## src/verilog/console_pkg.sv

```systemverilog
////////////////////
// Console glue package
// Pad button layout, memory port requests and softcore bus types
////////////////////

package console_pkg;

    ////////////////////
    // Controller buttons
    ////////////////////

    // SNES layout, lower byte is the NES button byte
    typedef struct packed {
        logic r;
        logic l;
        logic x;        // Turbo source for y slot
        logic a;        // Turbo source for b slot
        logic rt;
        logic lt;
        logic dn;
        logic up;
        logic start;
        logic select;
        logic y;
        logic b;
    } joy_btns_t;

    ////////////////////
    // Memory port B
    ////////////////////

    typedef struct packed {
        logic [21:0] addr;
        logic [7:0]  wdata;
        logic        we;
        logic        oe;
    } mem_req_t;

    ////////////////////
    // Softcore side
    ////////////////////

    typedef struct packed {
        logic [22:0] addr;      // Byte address
        logic [31:0] wdata;
        logic [3:0]  wstrb;     // All zero means read
    } rv_bus_t;

    // One 16-bit word toward memory
    typedef struct packed {
        logic [19:0] addr;      // Byte addr 20..2 plus word select
        logic [15:0] din;
        logic [1:0]  ds;        // Byte selects
        logic        we;
    } rv_mem_req_t;

    // Turbo half period in clocks
    localparam int AUTOFIRE_HALF_DEF = 8;

endpackage

```

## src/verilog/autofire.sv

```systemverilog
////////////////////
// Turbo oscillator
// Square wave of presses while a button is held
////////////////////

module autofire #(
    parameter int AUTOFIRE_HALF = 8
) (
    input  logic clk,
    input  logic sys_resetn,
    input  logic i_btn,
    output logic o_fire
);

    localparam int CNT_W = $clog2(AUTOFIRE_HALF + 1);

    logic [CNT_W-1:0] cnt;
    logic             phase;    // High during released half

    always_ff @(posedge clk) begin
        if (!sys_resetn || !i_btn) begin
            cnt   <= '0;
            phase <= 1'b0;
        end else if (cnt == CNT_W'(AUTOFIRE_HALF - 1)) begin
            cnt   <= '0;
            phase <= ~phase;    // Half period done
        end else begin
            cnt <= cnt + 1'b1;
        end
    end

    assign o_fire = i_btn & ~phase;     // Pressed on first held cycle

endmodule

```

## src/verilog/console_io_top.sv

```systemverilog
////////////////////
// Console glue top level
// Reset control, loader port, softcore bridge and pads
////////////////////

module console_io_top
    import console_pkg::*;
#(
    parameter int AUTOFIRE_HALF = AUTOFIRE_HALF_DEF
) (
    input  logic        clk,
    input  logic        sys_resetn,
    // Loader
    input  logic        i_loading,
    input  logic        i_loader_wr,
    input  logic [21:0] i_loader_addr,
    input  logic [7:0]  i_loader_data,
    // Core memory traffic
    input  mem_req_t    i_cpu_req,
    output mem_req_t    o_mem_b,
    // Softcore bus
    input  logic        i_rv_valid,
    input  rv_bus_t     i_rv_bus,
    output logic        o_rv_ready,
    output logic [31:0] o_rv_rdata,
    // Softcore memory words
    output logic        o_rv_mem_req,
    output rv_mem_req_t o_rv_mem,
    input  logic        i_rv_mem_ack,
    input  logic [15:0] i_rv_mem_dout,
    // Pads
    input  joy_btns_t   i_joy1,
    input  joy_btns_t   i_joy2,
    input  logic        i_joypad_strobe,
    input  logic [1:0]  i_joypad_clock,
    output logic [1:0]  o_joy_data,
    // Core control
    output logic        o_core_reset,
    output logic        o_clkref
);

    core_reset_ctrl u_reset_ctrl (
        .clk         (clk),
        .sys_resetn  (sys_resetn),
        .i_loading   (i_loading),
        .i_joy1      (i_joy1),
        .o_core_reset(o_core_reset),
        .o_clkref    (o_clkref)
    );

    rom_write_port u_rom_wr (
        .clk          (clk),
        .sys_resetn   (sys_resetn),
        .i_loading    (i_loading),
        .i_loader_wr  (i_loader_wr),
        .i_loader_addr(i_loader_addr),
        .i_loader_data(i_loader_data),
        .i_cpu_req    (i_cpu_req),
        .o_mem_b      (o_mem_b)
    );

    rv_word_bridge u_rv_bridge (
        .clk       (clk),
        .sys_resetn(sys_resetn),
        .i_rv_valid(i_rv_valid),
        .i_rv_bus  (i_rv_bus),
        .o_rv_ready(o_rv_ready),
        .o_rv_rdata(o_rv_rdata),
        .o_mem_req (o_rv_mem_req),
        .o_mem     (o_rv_mem),
        .i_mem_ack (i_rv_mem_ack),
        .i_mem_dout(i_rv_mem_dout)
    );

    // Player 1 and player 2 ports
    joypad_port #(.AUTOFIRE_HALF(AUTOFIRE_HALF)) u_pad1 (
        .clk(clk), .sys_resetn(sys_resetn), .i_btns(i_joy1),
        .i_strobe(i_joypad_strobe), .i_clock(i_joypad_clock[0]), .o_data(o_joy_data[0])
    );

    joypad_port #(.AUTOFIRE_HALF(AUTOFIRE_HALF)) u_pad2 (
        .clk(clk), .sys_resetn(sys_resetn), .i_btns(i_joy2),
        .i_strobe(i_joypad_strobe), .i_clock(i_joypad_clock[1]), .o_data(o_joy_data[1])
    );

endmodule

```

## src/verilog/core_reset_ctrl.sv

```systemverilog
////////////////////
// Core reset and clock reference
// Holds the core in reset during ROM loads and on Select+Up
////////////////////

module core_reset_ctrl
    import console_pkg::*;
(
    input  logic      clk,
    input  logic      sys_resetn,
    input  logic      i_loading,
    input  joy_btns_t i_joy1,
    output logic      o_core_reset,
    output logic      o_clkref
);

    logic loading_r;    // Previous loading level
    logic load_start;
    logic load_end;
    logic hotkey;

    assign load_start = i_loading & ~loading_r;
    assign load_end   = ~i_loading & loading_r;
    assign hotkey     = i_joy1.select & i_joy1.up;   // Player 1 only

    always_ff @(posedge clk) begin
        if (!sys_resetn) begin
            loading_r    <= 1'b0;
            o_core_reset <= 1'b1;       // Core held until first load ends
            o_clkref     <= 1'b0;
        end else begin
            loading_r <= i_loading;
            o_clkref  <= ~o_clkref;     // Half rate reference

            // Hotkey wins over a load ending in the same cycle
            if (hotkey) begin
                o_core_reset <= 1'b1;
            end else if (load_end) begin
                o_core_reset <= 1'b0;
                o_clkref     <= 1'b1;   // Restart in phase with release
            end else if (load_start) begin
                o_core_reset <= 1'b1;
            end
        end
    end

endmodule

```

## src/verilog/joypad_port.sv

```systemverilog
////////////////////
// NES joypad port
// Parallel-in serial-out pad register with turbo on a and x
////////////////////

module joypad_port
    import console_pkg::*;
#(
    parameter int AUTOFIRE_HALF = 8
) (
    input  logic      clk,
    input  logic      sys_resetn,
    input  joy_btns_t i_btns,
    input  logic      i_strobe,
    input  logic      i_clock,
    output logic      o_data
);

    logic       fire_a;
    logic       fire_x;
    logic       clock_r;
    logic       clock_fall;
    logic [7:0] shift;

    autofire #(
        .AUTOFIRE_HALF(AUTOFIRE_HALF)
    ) u_turbo_a (
        .clk       (clk),
        .sys_resetn(sys_resetn),
        .i_btn     (i_btns.a),
        .o_fire    (fire_a)
    );

    autofire #(
        .AUTOFIRE_HALF(AUTOFIRE_HALF)
    ) u_turbo_x (
        .clk       (clk),
        .sys_resetn(sys_resetn),
        .i_btn     (i_btns.x),
        .o_fire    (fire_x)
    );

    assign clock_fall = ~i_clock & clock_r;

    always_ff @(posedge clk) begin
        if (!sys_resetn) begin
            clock_r <= 1'b0;        // No false edge out of reset
            shift   <= 8'hff;       // Reads as released pad
        end else begin
            clock_r <= i_clock;
            if (i_strobe)
                shift <= {i_btns[7:2], i_btns.y | fire_x, i_btns.b | fire_a};
            else if (clock_fall)
                shift <= {1'b1, shift[7:1]};   // Ones after the last bit
        end
    end

    assign o_data = shift[0];

endmodule

```

## src/verilog/rom_write_port.sv

```systemverilog
////////////////////
// Loader write port
// Latches loader bytes, stretches the strobe, muxes port B
////////////////////

module rom_write_port
    import console_pkg::*;
(
    input  logic        clk,
    input  logic        sys_resetn,
    input  logic        i_loading,
    input  logic        i_loader_wr,
    input  logic [21:0] i_loader_addr,
    input  logic [7:0]  i_loader_data,
    input  mem_req_t    i_cpu_req,
    output mem_req_t    o_mem_b
);

    logic        wr_r;          // Strobe delayed one clock
    logic        wr_stretch;    // Two clock write enable
    logic [21:0] ld_addr;
    logic [7:0]  ld_data;

    ////////////////////
    // Strobe stretch
    ////////////////////

    always_ff @(posedge clk) begin
        if (!sys_resetn) begin
            wr_r       <= 1'b0;
            wr_stretch <= 1'b0;
        end else begin
            wr_r       <= i_loader_wr;
            wr_stretch <= i_loader_wr | wr_r;   // Arbiter runs slower
        end
    end

    // Payload capture
    always_ff @(posedge clk) begin
        if (i_loader_wr) begin
            ld_addr <= i_loader_addr;
            ld_data <= i_loader_data;
        end
    end

    ////////////////////
    // Port B select
    ////////////////////

    always_comb begin
        o_mem_b    = i_cpu_req;
        o_mem_b.we = i_cpu_req.we | wr_stretch;
        if (i_loading) begin
            o_mem_b.addr  = ld_addr;
            o_mem_b.wdata = ld_data;
            o_mem_b.oe    = 1'b0;       // No CPU reads mid load
        end
    end

endmodule

```

## src/verilog/rv_word_bridge.sv

```systemverilog
////////////////////
// Softcore to memory bridge
// Splits 32-bit accesses into two 16-bit words
// Toggle req/ack toward memory, ready pulse toward the softcore
////////////////////

module rv_word_bridge
    import console_pkg::*;
(
    input  logic        clk,
    input  logic        sys_resetn,
    input  logic        i_rv_valid,
    input  rv_bus_t     i_rv_bus,
    output logic        o_rv_ready,
    output logic [31:0] o_rv_rdata,
    output logic        o_mem_req,
    output rv_mem_req_t o_mem,
    input  logic        i_mem_ack,
    input  logic [15:0] i_mem_dout
);

    typedef enum logic [2:0] {
        ST_IDLE_REQ0  = 3'd0,   // Wait for request, issue word 0
        ST_WAIT0_REQ1 = 3'd1,   // Wait word 0, issue word 1
        ST_DATA0      = 3'd2,   // Capture word 0
        ST_WAIT1      = 3'd3,
        ST_DATA1      = 3'd4
    } rv_state_t;

    rv_state_t   state;
    logic        valid_r;
    logic        new_req;       // Edge seen while busy
    logic        new_req_edge;
    logic        is_write;
    logic        acked;         // Memory caught up with toggle
    logic        word_sel;      // 0 lower, 1 upper
    logic [1:0]  ds;
    logic [15:0] dout0;         // Lower read word

    assign new_req_edge = i_rv_valid & ~valid_r;
    assign is_write     = |i_rv_bus.wstrb;
    assign acked        = (o_mem_req == i_mem_ack);

    ////////////////////
    // Request fields
    ////////////////////

    assign o_mem.addr = {i_rv_bus.addr[20:2], word_sel};
    assign o_mem.din  = word_sel ? i_rv_bus.wdata[31:16] : i_rv_bus.wdata[15:0];
    assign o_mem.ds   = ds;
    assign o_mem.we   = is_write;

    assign o_rv_rdata = {i_mem_dout, dout0};   // Memory holds word 1

    ////////////////////
    // FSM
    ////////////////////

    always_ff @(posedge clk) begin
        if (!sys_resetn) begin
            state      <= ST_IDLE_REQ0;
            valid_r    <= 1'b0;
            new_req    <= 1'b0;
            o_rv_ready <= 1'b0;
            o_mem_req  <= 1'b0;
            word_sel   <= 1'b0;
            ds         <= 2'b00;
        end else begin
            valid_r    <= i_rv_valid;
            o_rv_ready <= 1'b0;
            if (new_req_edge)
                new_req <= 1'b1;            // Keep it if busy

            case (state)
                ST_IDLE_REQ0: begin
                    if (new_req || new_req_edge) begin
                        new_req   <= 1'b0;
                        o_mem_req <= ~o_mem_req;
                        if (is_write && i_rv_bus.wstrb[1:0] == 2'b00) begin
                            word_sel <= 1'b1;   // Upper half only
                            ds       <= i_rv_bus.wstrb[3:2];
                            state    <= ST_WAIT1;
                        end else begin
                            word_sel <= 1'b0;
                            ds       <= is_write ? i_rv_bus.wstrb[1:0] : 2'b11;
                            state    <= ST_WAIT0_REQ1;
                        end
                    end
                end

                ST_WAIT0_REQ1: begin
                    if (acked) begin
                        word_sel <= 1'b1;
                        if (!is_write) begin
                            o_mem_req <= ~o_mem_req;   // Read word 1
                            ds        <= 2'b11;
                            state     <= ST_DATA0;
                        end else if (i_rv_bus.wstrb[3:2] == 2'b00) begin
                            o_rv_ready <= 1'b1;        // Lower half only
                            state      <= ST_IDLE_REQ0;
                        end else begin
                            o_mem_req <= ~o_mem_req;
                            ds        <= i_rv_bus.wstrb[3:2];
                            state     <= ST_WAIT1;
                        end
                    end
                end

                ST_DATA0: begin
                    dout0 <= i_mem_dout;    // Still word 0 until ack
                    state <= ST_WAIT1;
                end

                ST_WAIT1: begin
                    if (acked) begin
                        if (is_write) begin
                            o_rv_ready <= 1'b1;
                            state      <= ST_IDLE_REQ0;
                        end else begin
                            state <= ST_DATA1;
                        end
                    end
                end

                ST_DATA1: begin
                    o_rv_ready <= 1'b1;
                    state      <= ST_IDLE_REQ0;
                end

                default: state <= ST_IDLE_REQ0;
            endcase
        end
    end

endmodule
```

## config.mk

```make
export PLATFORM = sky130hd
export DESIGN_NAME = console_io_top
export DESIGN_NICKNAME = d
export VERILOG_FILES = /design/src/verilog/console_pkg.sv /design/src/verilog/autofire.sv /design/src/verilog/console_io_top.sv /design/src/verilog/core_reset_ctrl.sv /design/src/verilog/joypad_port.sv /design/src/verilog/rom_write_port.sv /design/src/verilog/rv_word_bridge.sv
export SDC_FILE = /design/constraint.sdc
export NUM_CORES = 1
export LEC_CHECK = 0
export ABC_AREA = 1
export BUFFER_PORTS_ARGS = -buffer_cell sky130_fd_sc_hd__buf_2
export CORE_MARGIN = 5
export CORE_UTILIZATION = 47
export CTS_CLUSTER_DIAMETER = 50
export CTS_CLUSTER_SIZE = 8
export DETAILED_ROUTE_END_ITERATION = 8
export GPL_TIMING_DRIVEN = 0
export HOLD_SLACK_MARGIN = 0.1
export PLACE_DENSITY = 0.82
export RECOVER_POWER = 25
export SLEW_MARGIN = 15
export SYNTH_ARGS = -nofsm -noshare
export SYNTH_HDL_FRONTEND = slang
export SYNTH_SLANG_ARGS = --single-unit
```

## constraint.sdc

```tcl
create_clock -name clk -period 3.8 [get_ports clk]
set_clock_uncertainty 0.15 [all_clocks]
set_input_delay 0.38 -clock clk [delete_from_list [all_inputs] [get_ports clk]]
set_output_delay 0.38 -clock clk [all_outputs]
set_load 0.03 [all_outputs]
```

# Word-level counts from Yosys, hierarchy flattened
# Index checks and enable logic that the tools add are counted.
[classes]
n_addsub = 4
eq_ne = 13
muxes = 44
n_bitwise = 28
reduce_logical = 28
[op_table]
columns = ["operator", "n"]
rows = [
  ["2-to-1 mux 8 bit", 4],
  ["2-to-1 mux 30 bit", 1],
  ["2-to-1 mux 1 bit", 20],
  ["adder 4 x 1 -> 4 bit (second input constant)", 4],
  ["== test 4 x 3 -> 1 bit (second input constant)", 4],
  ["2-to-1 mux 16 bit", 1],
  ["2-to-1 mux 2 bit", 8],
  ["2-to-1 mux 3 bit", 5],
  ["inverter 1 bit", 12],
  ["case mux 3 bit (4 select lines)", 1],
  ["AND 1 bit", 10],
  ["OR reduction 2 bit", 5],
  ["nonzero test 2 bit", 4],
  ["== test 3 x 2 -> 1 bit (second input constant)", 2],
  ["!= test 2 x 1 -> 1 bit (second input constant)", 3],
  ["bitwise OR 1 bit", 6],
  ["AND reduction 3 bit", 2],
  ["logical NOT 1 bit", 5],
  ["logical OR 1 bit", 5],
  ["logical NOT 2 bit", 2],
  ["case mux 1 bit (2 select lines)", 2],
  ["case mux 2 bit (2 select lines)", 1],
  ["AND reduction 4 bit", 1],
  ["OR reduction 4 bit", 1],
  ["other kinds (8)", 8],
]
[word_totals]
register_bits = 99
input_bits = 170
output_inout_bits = 109
word_cells = 144

# Depth between registers and ports, before layout
# Gate-level depths: netlist of the first run.
[depth]
depth_word = 5
mapped_depth = 9
mapped_depth_nobuf = 9

# Cells and area by module
# From an unflattened synthesis of the first run, not the netlist that was laid out.
[hier_totals]
cells_unflattened = 561
hier_area_um2 = 4768.3
[modules_own_cells]
columns = ["mod", "n_inst", "cells_per_inst", "area_per_inst_um2", "seq_area_each_um2"]
rows = [
  ["rv_word_bridge", 1, 171, 1590.3, 680.7],
  ["rom_write_port", 1, 136, 1341.3, 940.9],
  ["joypad_port", 2, 62, 432.9, 180.2],
  ["autofire", 4, 28, 210.2, 100.1],
  ["core_reset_ctrl", 1, 18, 130.1, 60.1],
]

# Worst setup path after synthesis of the first run
# No wires, ideal clock.
[synth_path]
path_kind = "register to register"
start = "reg u_rv_bridge.state[0]"
end = "reg u_rv_bridge.dout0[0], enable pin"
setup_ns = 0.388
t_arrival_ns = 1.360
required_time_ns = 3.262
path_slack_ns = 1.902
path_stages_with_launch = 5
path_buffers = 1
period_less_slack_ns = 1.898
path_cell_list = "dfxtp_1 buf_4 nor2_1 nand2_1 nor2_1"
[synth_via]
elab_chain_len = 2
[synth_rtl]
columns = ["element", "line", "rtl"]
rows = [
  ["from (decl)", "rv_word_bridge.sv:30", "rv_state_t state;"],
  ["from (signal assigned)", "rv_word_bridge.sv:61", "state <= ST_IDLE_REQ0;"],
  ["from (signal assigned)", "rv_word_bridge.sv:82", "state <= ST_WAIT1;"],
  ["from (signal assigned)", "rv_word_bridge.sv:86", "state <= ST_WAIT0_REQ1;"],
  ["== test 3 x 2 -> 1 bit", "rv_word_bridge.sv:74", "case (state)"],
  ["AND reduction 2 bit (no line)", "n/a", ""],
  ["to (signal assigned)", "rv_word_bridge.sv:110", "dout0 <= i_mem_dout;"],
  ["to (decl)", "rv_word_bridge.sv:38", "logic [15:0] dout0;"],
]
# No other way between the ends.
# A chain may end at the register's enable or synchronous reset.

==> results of run 1 <==
-- sequential cells by signal (all words and copies together), names as in the netlist, 2 cells and up --
name and cells:
u_rv_bridge.dout0 16, u_pad1.shift 8, u_pad2.u_turbo_x.cnt 4, u_pad2.u_turbo_a.cnt 4
u_rv_bridge.state 3, u_pad1.u_turbo_a.cnt 4, u_rom_wr.ld_addr 22, u_pad1.u_turbo_x.cnt 4
u_rom_wr.ld_data 8, u_pad2.shift 8, u_rv_bridge.ds 2
-- report_power, final --
part           switching (W)  internal [W]
sequential         0.0000306       0.00119
combinational       0.000501      0.000274
clock               0.000358      0.000285
-- cell type report --
cell class | count | share of cell area (%)
diodes | 1 | 0.0375
plain buffers | 58 | 5.79
clock buffers | 13 | 2.44
clock inverters | 3 | 0.300
inverters | 42 | 2.36
multi-input cells | 347 | 24.0
flip-flops and latches | 99 | 36.6
well taps | 133 | 2.49
repair buffers | 300 | 26.0
-- logic make-up (layout without fill, tap and decap cells) --
| family | count (synthesis) | in the layout | synth area share, % |
|---|---|---|---|
| xor+xnor | 4 | 4 | 0.764 |
| compound gates | 53 | 53 | 7.09 |
| flops | 99 | 99 | 53.2 |
| buf+inv | 100 | 416 | 11.9 |
| simple gates | 285 | 285 | 25.6 |
| other cells | 0 | 1 | 0 |
| fa+ha+maj | 5 | 5 | 1.36 |
-- how the worst min path moves through the flow --
stage	from	endpoint	cells after the start	slack, ps
after floorplan	u_rom_wr.wr_r	u_rom_wr.wr_stretch	2	250
after global placement	u_rom_wr.wr_r	u_rom_wr.wr_stretch	2	270
after detailed placement	u_reset_ctrl.o_clkref	u_reset_ctrl.o_clkref	1	280
after CTS	i_joy1[3]	u_pad1.shift[3]	3	110
after global routing	i_joy2[5]	u_pad2.shift[5]	3	100
final	i_joy2[6]	u_pad2.shift[6]	3	120
-- cells in the mapped netlist --
cell        n
buf_6       1
clkbuf_1    9
nand2_4     3
nor2_1     37
inv_1      40
ha_1        5
nand2_2     3
o211ai_1   11
xnor2_1     4
edfxtp_1   46
inv_2       2
nand3_2     1
nand3_1    38
nand2_1   198
nor2_2      2
or2_2       1
dfxtp_1    53
o311ai_0    1
o21a_1      3
a21oi_2     1
o22ai_1     3
nor2_4      2
o21ai_0     6
buf_2       7
a31oi_1     1
buf_4      41
o21bai_1    5
a21oi_1    22
-- per-layer routing --
layer | part of all wire (%) | vias up
met5 | 0 | -
met3 | 8.9 | 47
met2 | 51 | 218
met4 | 3.2 | 0
li1 | - | 2338
met1 | 37 | 2152
-- critical path, stage by stage, from the launching register on --
cell and delay (ps):
dfxtp_1 320, buf_2 190, inv_1 230, buf_2 260
nand2_1 80, nand2_1 70, buf_2 200
-- stage by stage --
step / std cells / util, %
finish: 996 / 69.2
global route: 996 / 69.2
global placement: 928 / 62.2
detailed placement: 928 / 62.2
CTS: 995 / 69.4
floorplan: 546 / -
==> impl_metrics.json, run 1 <==
{
  "avgSynthCellArea_sq_um": 8.40,
  "vias": 4755,
  "use_met2_pct": 45.5,
  "grtUsageTotal_pct": 25.7,
  "first_pass_iters": 5,
  "grtUsageMet3_pct": 7.16,
  "first_iter_violations": 382,
  "drc": 0,
  "cts_buffers": 9,
  "yosysUniqueCellTypes": 28,
  "io_buffers": 249,
  "synth_seq_area_share_pct": 53.2,
  "grt_pass1_vias": 4774,
  "antenna_left": 0,
  "yosysWarnings": 0,
  "drive_above_1_share_pct": 36.1,
  "fillCellCount": 777,
  "syn_to_final_growth_pct": 45.5,
  "num_rows": 36,
  "slew_violations": 32,
  "syn_nets": 721,
  "grtUsageMet1_pct": 28.7,
  "pin_count": 279,
  "synth_top_cell_by_area": "edfxtp_1",
  "clk_pin_slew_worst_paths_ps": 90,
  "fin_setup_tns_ps": 0,
  "final.period_utilization_pct": 58.9,
  "arrival_ps": 1710,
  "grt_setup_unrepaired": "no",
  "startpoint": "u_rv_bridge.word_sel",
  "cts_tree": "yes",
  "max_slew_margin_pct": -10.3,
  "grt_max_degree": 32,
  "yosys-top-cells-area": "edfxtp_1 (30%), dfxtp_1 (23%), nand2_1 (16%)",
  "syn_inst": 546,
  "final_nets": 1032,
  "holdWs_ps": 119,
  "reg2reg_slack_ps": 1840,
  "clock_latency_ps": 360,
  "wl_um": 15500,
  "reg2reg_depth": 4,
  "via_per_inst": 4.77,
  "r2r_end": "u_rv_bridge.dout0[14]",
  "hpwlAfterDp_um": 11300,
  "path_max_fanout": 10,
  "crit_end": "o_rv_mem[11]",
  "die_w_um": 109,
  "clock_tree.htree_level_count": 3,
  "gr-max-usage-layer": "met2",
  "placed_area_sq_um": 6000,
  "mostFrequentLayoutCell": "buf_2",
  "clock-root-buffer": "clkbuf_8",
  "fp.dieH_um": 109,
  "worstReg2RegStart": "u_rv_bridge.state[0]",
  "startpoint_type": "flip-flop",
  "timing.final.ws_setup_ps": 1560,
  "peakVddDrop_mv": 0.243,
  "min_period_ps": 2240,
  "seq_area_sq_um": 2440,
  "holdBufCountCts": 51,
  "pre_cts_ws_ps": 1270,
  "tightest_slew_ps": 1650,
  "final_area_sq_um": 6680,
  "multiInputGateArea_sq_um": 1600,
  "design_power_total_w": 0.00264,
  "core_sq_um": 9640,
  "setup_viol": 0,
  "p_leak_nw": 3.36,
  "timing.max_cap.violations": 1,
  "antenna_found_initial": 1,
  "final_cell_mix": "buf_2 (238), nand2_1 (198), dfxtp_1 (53), dlygate4sd3_1 (51), edfxtp_1 (46)",
  "min_path_type": "input port to flip-flop",
  "critPathKind": "flip-flop to output pin",
  "status": "finished with violations",
  "grt_first_pass_wirelength_um": 23600,
  "die-area_sq_um": 11800,
  "wire_per_inst_um": 15.6,
  "gp_congestion": 0.886,
  "grt-ovfl-total": 0,
  "clk_path_buf_depth": 2,
  "required_ps": 3270,
  "syn_area_sq_um": 4590,
  "ys_seq_elements": 99,
  "worst_setup_path_end_kind": "output pin",
  "cts_resized": 0,
  "p_per_area_nw_per_um2": 395,
  "hold_violations": 0,
  "clock-sinks": 99,
  "cts_setup_buffers": 0,
  "start_util_pct": 47.6,
  "violations": "max-capacitance violations, max-slew violations",
  "max_freq_mhz": 447,
  "yosysTopAreaCellShare_pct": 30.1
}
Note: power is estimated with default switching activity, not from simulation.
==> run 2, diff against run 1 <==
--- a/config.mk
+++ b/config.mk
@@ -8,13 +8,13 @@
 export ABC_AREA = 1
 export BUFFER_PORTS_ARGS = -buffer_cell sky130_fd_sc_hd__buf_2
 export CORE_MARGIN = 5
-export CORE_UTILIZATION = 47
+export CORE_UTILIZATION = 43
 export CTS_CLUSTER_DIAMETER = 50
 export CTS_CLUSTER_SIZE = 8
 export DETAILED_ROUTE_END_ITERATION = 8
 export GPL_TIMING_DRIVEN = 0
 export HOLD_SLACK_MARGIN = 0.1
-export PLACE_DENSITY = 0.82
+export PLACE_DENSITY = 0.76
 export RECOVER_POWER = 25
 export SLEW_MARGIN = 15
 export SYNTH_ARGS = -nofsm -noshare
==> constraint.sdc (replaced) <==
create_clock -name clk -period 2.31 [get_ports clk]
set_clock_uncertainty 0.15 [all_clocks]
set_input_delay 0.231 -clock clk [delete_from_list [all_inputs] [get_ports clk]]
set_output_delay 0.231 -clock clk [all_outputs]
set_load 0.03 [all_outputs]
==> impl_metrics.json, run 2 (synthesis results as in run 1) <==
{
  "status": "finished with violations",
  "violations": "max-capacitance violations, max-slew violations",
  "holdWs_ps": 159,
  "final_cell_mix": "buf_2 (225), nand2_1 (198), dlygate4sd3_1 (74), dfxtp_1 (53), edfxtp_1 (46)",
  "setup_viol": 0,
  "first_pass_iters": 6,
  "first_iter_violations": 299,
  "whs_path_depth": 5,
  "combinationalPowerShare_pct": 29.2,
  "start_util_pct": 44.2,
  "worstReg2RegStart": "u_pad1.clock_r",
  "seqPwrFrac_pct": 45.8,
  "final_nets": 1055,
  "r2r_end": "u_pad1.shift[0]",
  "switching_share_pct": 32.5,
  "crit_top_cell": "dlygate4sd3_1",
  "arrival_ps": 2190,
  "antenna_found_initial": 0,
  "critPathSlowestCell": "dlygate4sd3_1",
  "pin_count": 279,
  "syn_to_final_growth_pct": 50.7,
  "grtUsageTotal_pct": 22.4,
  "grt_first_pass_wirelength_um": 22900,
  "holdBufCountCts": 74,
  "timing.max_cap.violations": 1,
  "fp.dieH_um": 113,
  "die_w_um": 113,
  "clock-root-buffer": "clkbuf_8",
  "final_area_sq_um": 6910,
  "reg2reg_depth": 7,
  "diodes": 0,
  "clock_latency_ps": 360,
  "wl_um": 14900,
  "largest_register_ff_count": 22,
  "drc": 0,
  "antenna_left": 0,
  "num_rows": 37,
  "p_leak_nw": 3.43,
  "critPathKind": "input port to flip-flop",
  "mostFrequentLayoutCell": "buf_2",
  "fin_util_pct": 66.6,
  "min_to": "u_rv_bridge.ds[0]",
  "slew_violations": 32,
  "grt-ovfl-total": 0,
  "p_switching_w": 0.00142,
  "regMostFlops": "u_rom_wr.ld_addr",
  "grt_max_degree": 32,
  "die-area_sq_um": 12800,
  "clockPowerShare_pct": 25.0,
  "min_path_type": "input port to flip-flop",
  "clock-sinks": 99,
  "power.internal_w": 0.00296,
  "hold_start": "i_rv_bus[0]",
  "clk_path_buf_depth": 2,
  "max_slew_margin_pct": -8.14,
  "clk_pin_slew_worst_paths_ps": 80,
  "hpwlAfterDp_um": 10900,
  "cpPeakStageDelay_ps": 570,
  "core_sq_um": 10400,
  "gp_congestion": 0.898,
  "cts_resized": 0,
  "cts_buffers": 9,
  "fin_setup_tns_ps": 0,
  "cp_cell_sequence": "dlygate4sd3_1, clkbuf_1, nor2_1, nor2_2, inv_1, o211ai_1, dlygate4sd3_1, nand3_1",
  "p_per_area_nw_per_um2": 634,
  "reg2reg_slack_ps": 410,
  "cts_setup_buffers": 0,
  "cp_num_buf_inv": 4,
  "timing.final.ws_setup_ps": 215,
  "fillCellCount": 870,
  "peakVddDrop_mv": 0.431,
  "vias": 4787,
  "max_freq_mhz": 477,
  "cts_tree": "yes",
  "path_max_fanout": 8,
  "drive_above_1_share_pct": 33.8,
  "hold_violations": 0,
  "final.period_utilization_pct": 90.7,
  "tightest_slew_ps": 1620,
  "clock_tree.htree_level_count": 3,
  "seq_area_sq_um": 2440,
  "placed_area_sq_um": 6000,
  "startpoint_type": "input port",
  "reg_top3": "u_rom_wr.ld_addr: 22 flops, u_rv_bridge.dout0: 16 flops",
  "grt_setup_unrepaired": "no",
  "worst_setup_path_end_kind": "flip-flop",
  "min_period_ps": 2100,
  "required_ps": 2400,
  "crit_family": "buffers and inverters",
  "grt_pass1_vias": 4675,
  "wire_per_inst_um": 14.6,
  "via_per_inst": 4.69,
  "multiInputGateArea_sq_um": 1600,
  "io_buffers": 249,
  "pre_cts_ws_ps": -9.79
}
[run 2: power groups by stage]
stage               sequential [W]  clock (W)  combinational (W)
CTS                        0.00200    0.00114            0.00128
detailed placement         0.00204          0            0.00118
finish                     0.00200    0.00109            0.00128
global route               0.00202    0.00121            0.00139
global placement           0.00204          0            0.00116
floorplan                  0.00209          0           0.000727
[run 2: how the worst max path moves through the flow]
stage                              start                    to  depth (start not counted)
floorplan           u_rv_bridge.state[0]  u_rv_bridge.dout0[0]                          4
global placement              sys_resetn  u_rv_bridge.dout0[8]                          4
detailed placement            sys_resetn  u_rv_bridge.dout0[4]                          4
CTS                 u_rv_bridge.state[0]  u_rv_bridge.dout0[9]                          4
global route           i_joypad_clock[0]       u_pad1.shift[0]                          8
finish                 i_joypad_clock[0]       u_pad1.shift[0]                          8
[run 2: layout make-up]
class | count | area share [%]
Inverter | 42 | 2.28
Timing Repair Buffer | 323 | 28.2
Buffer | 58 | 5.61
Sequential cell | 99 | 35.3
Clock inverter | 3 | 0.272
Multi-Input combinational cell | 347 | 23.2
Tap cell | 136 | 2.46
Clock buffer | 13 | 2.66
[run 2: worst min-delay path, stage by stage]
cell     delay, ps
buf_2          120
o21ai_0         90
nand2_1         70
nor2_1          40
nor2_1          90
[run 2: metrics by stage]
stage / power, W / instances
4_1_cts: 0.00442 / 1021
3_3_place_gp: 0.00320 / 931
2_1_floorplan: 0.00282 / 546
6_report: 0.00438 / 1021
5_1_grt: 0.00462 / 1021
3_5_place_dp: 0.00322 / 931
[run 2: per-layer routing]
layer	share of wire [%]	vias to the layer above	GRT usage (%)
met5	0	-	0
met4	3.8	0	11.1
met3	7.3	50	5.51
met2	51	210	39.1
met1	38	2144	25.4
li1	-	2383	-
==> run 3, diff against run 2 <==
--- a/config.mk
+++ b/config.mk
@@ -15,7 +15,7 @@
 export GPL_TIMING_DRIVEN = 0
 export HOLD_SLACK_MARGIN = 0.1
 export PLACE_DENSITY = 0.76
-export RECOVER_POWER = 25
+export RECOVER_POWER = 50
 export SLEW_MARGIN = 15
 export SYNTH_ARGS = -nofsm -noshare
 export SYNTH_HDL_FRONTEND = slang
==> impl_metrics.json, run 3 (synthesis results as in run 1) <==
{
  "wl_um": 14900,
  "io_buffers": 249,
  "max_slew_margin_pct": -8.14,
  "cp_cell_sequence": "dlygate4sd3_1, clkbuf_1, nor2_1, nor2_2, inv_1, o211ai_1, dlygate4sd3_1, nand3_1",
  "start_util_pct": 44.2,
  "wire_per_inst_um": 14.6,
  "drive_above_1_share_pct": 32.3,
  "via_per_inst": 4.69,
  "fin_setup_tns_ps": 0,
  "max_freq_mhz": 478,
  "p_leak_nw": 3.40,
  "clk_path_buf_depth": 2,
  "final.period_utilization_pct": 90.7,
  "reg2reg_depth": 4,
  "hold_violations": 0,
  "num_rows": 37,
  "tightest_slew_ps": 1620,
  "syn_to_final_growth_pct": 50.3,
  "hold_start": "i_rv_bus[0]",
  "grt_first_pass_wirelength_um": 22900,
  "critPathKind": "input port to flip-flop",
  "clk_pin_slew_worst_paths_ps": 80,
  "regMostFlops": "u_rom_wr.ld_addr",
  "worst_setup_path_end_kind": "flip-flop",
  "startpoint_type": "input port",
  "core_sq_um": 10400,
  "r2r_end": "u_rv_bridge.dout0[9]",
  "die-area_sq_um": 12800,
  "peakVddDrop_mv": 0.431,
  "fillCellCount": 877,
  "min_period_ps": 2090,
  "reg_top3": "u_rom_wr.ld_addr: 22 flops, u_rv_bridge.dout0: 16 flops",
  "clock-root-buffer": "clkbuf_8",
  "die_w_um": 113,
  "antenna_left": 0,
  "whs_path_depth": 5,
  "drc": 0,
  "p_per_area_nw_per_um2": 635,
  "cts_tree": "yes",
  "clock_latency_ps": 360,
  "vias": 4786,
  "timing.max_cap.violations": 1,
  "required_ps": 2400,
  "first_pass_iters": 4,
  "status": "finished with violations",
  "grt_setup_unrepaired": "no",
  "cts_resized": 0,
  "setup_viol": 0,
  "design_power_total_w": 0.00437,
  "pin_count": 279,
  "mostFrequentLayoutCell": "buf_2",
  "final_nets": 1055,
  "min_to": "u_rv_bridge.ds[0]",
  "first_iter_violations": 314,
  "final_area_sq_um": 6890,
  "diodes": 0,
  "critPathSlowestCell": "dlygate4sd3_1",
  "gp_congestion": 0.898,
  "grt_max_degree": 32,
  "reg2reg_slack_ps": 350,
  "violations": "max-capacitance violations, max-slew violations",
  "cpPeakStageDelay_ps": 570,
  "hpwlAfterDp_um": 10900,
  "final_cell_mix": "buf_2 (214), nand2_1 (198), dlygate4sd3_1 (74), dfxtp_1 (53), clkbuf_1 (52)",
  "cts_buffers": 9,
  "min_path_type": "input port to flip-flop",
  "grt-ovfl-total": 0,
  "largest_register_ff_count": 22,
  "crit_top_cell": "dlygate4sd3_1",
  "placed_area_sq_um": 6000,
  "grt_pass1_vias": 4675,
  "fp.dieH_um": 113,
  "slew_violations": 32,
  "antenna_found_initial": 0,
  "clock_tree.htree_level_count": 3,
  "arrival_ps": 2190,
  "clock-sinks": 99,
  "grtUsageTotal_pct": 22.4,
  "path_max_fanout": 8,
  "worstReg2RegStart": "u_rv_bridge.state[0]"
}
run 3: power breakdown:
part / switching, W / internal [W] / total [W]
registers: 0.0000478 / 0.00196 / 0.00200
clock network: 0.000569 / 0.000527 / 0.00110
logic: 0.000806 / 0.000467 / 0.00127
total: 0.00142 / 0.00295 / 0.00437
run 3: repair_timing:
item                                    CTS  global route
endpoints found under the hold margin    84             0
hold buffers                             74             0
endpoints found under the setup margin    0             0
buffers inserted                          0             0
run 3: final cells by class:
type / count / area, sq um / area share (%)
Inverter: 42 / 158 / 2.29
Sequential cell: 99 / 2440 / 35.4
Buffer: 58 / 384 / 5.57
Clock buffer: 13 / 184 / 2.67
Clock inverter: 3 / 18.8 / 0.272
Timing Repair Buffer: 323 / 1930 / 28.1
Multi-Input combinational cell: 347 / 1600 / 23.2
Tap cell: 136 / 170 / 2.47
run 3: metrics by stage:
| stage | utilization [%] | setup slack, ps | std cells | hold slack (ps) |
|---|---|---|---|---|
| floorplan | - | 412 | 546 | 174 |
| global placement | 57.9 | 24.8 | 931 | 259 |
| detailed placement | 57.9 | -9.79 | 931 | 259 |
| CTS | 67.0 | 71.3 | 1021 | 133 |
| global route | 66.5 | 118 | 1021 | 188 |
| finish | 66.5 | 216 | 1021 | 157 |
run 3: worst max-delay path by stage:
| stage | endpoint | depth (start not counted) | slack [ps] | start |
|---|---|---|---|---|
| floorplan | u_rv_bridge.dout0[0] | 4 | 410 | u_rv_bridge.state[0] |
| global placement | u_rv_bridge.dout0[8] | 4 | 20 | sys_resetn |
| detailed placement | u_rv_bridge.dout0[4] | 4 | -10 | sys_resetn |
| CTS | u_rv_bridge.dout0[9] | 4 | 70 | u_rv_bridge.state[0] |
| global route | u_pad1.shift[0] | 8 | 120 | i_joypad_clock[0] |
| finish | u_pad1.shift[0] | 8 | 220 | i_joypad_clock[0] |
run 3: critical path, delay by kind of cell:
| kind | cells | cell delay [ps] |
|---|---|---|
| AO/OA/AOI/OAI | 1 | 110 |
| buffers and inverters | 4 | 1390 |
| AND/OR/NAND/NOR | 3 | 450 |
run 3: per-layer routing:
layer	share of wire, %	track usage, %	up-vias
li1	-	-	2381
met1	38	25.4	2146
met2	51	39.1	211
met3	7.2	5.51	48
met4	3.6	11.1	0
met5	0	0	-
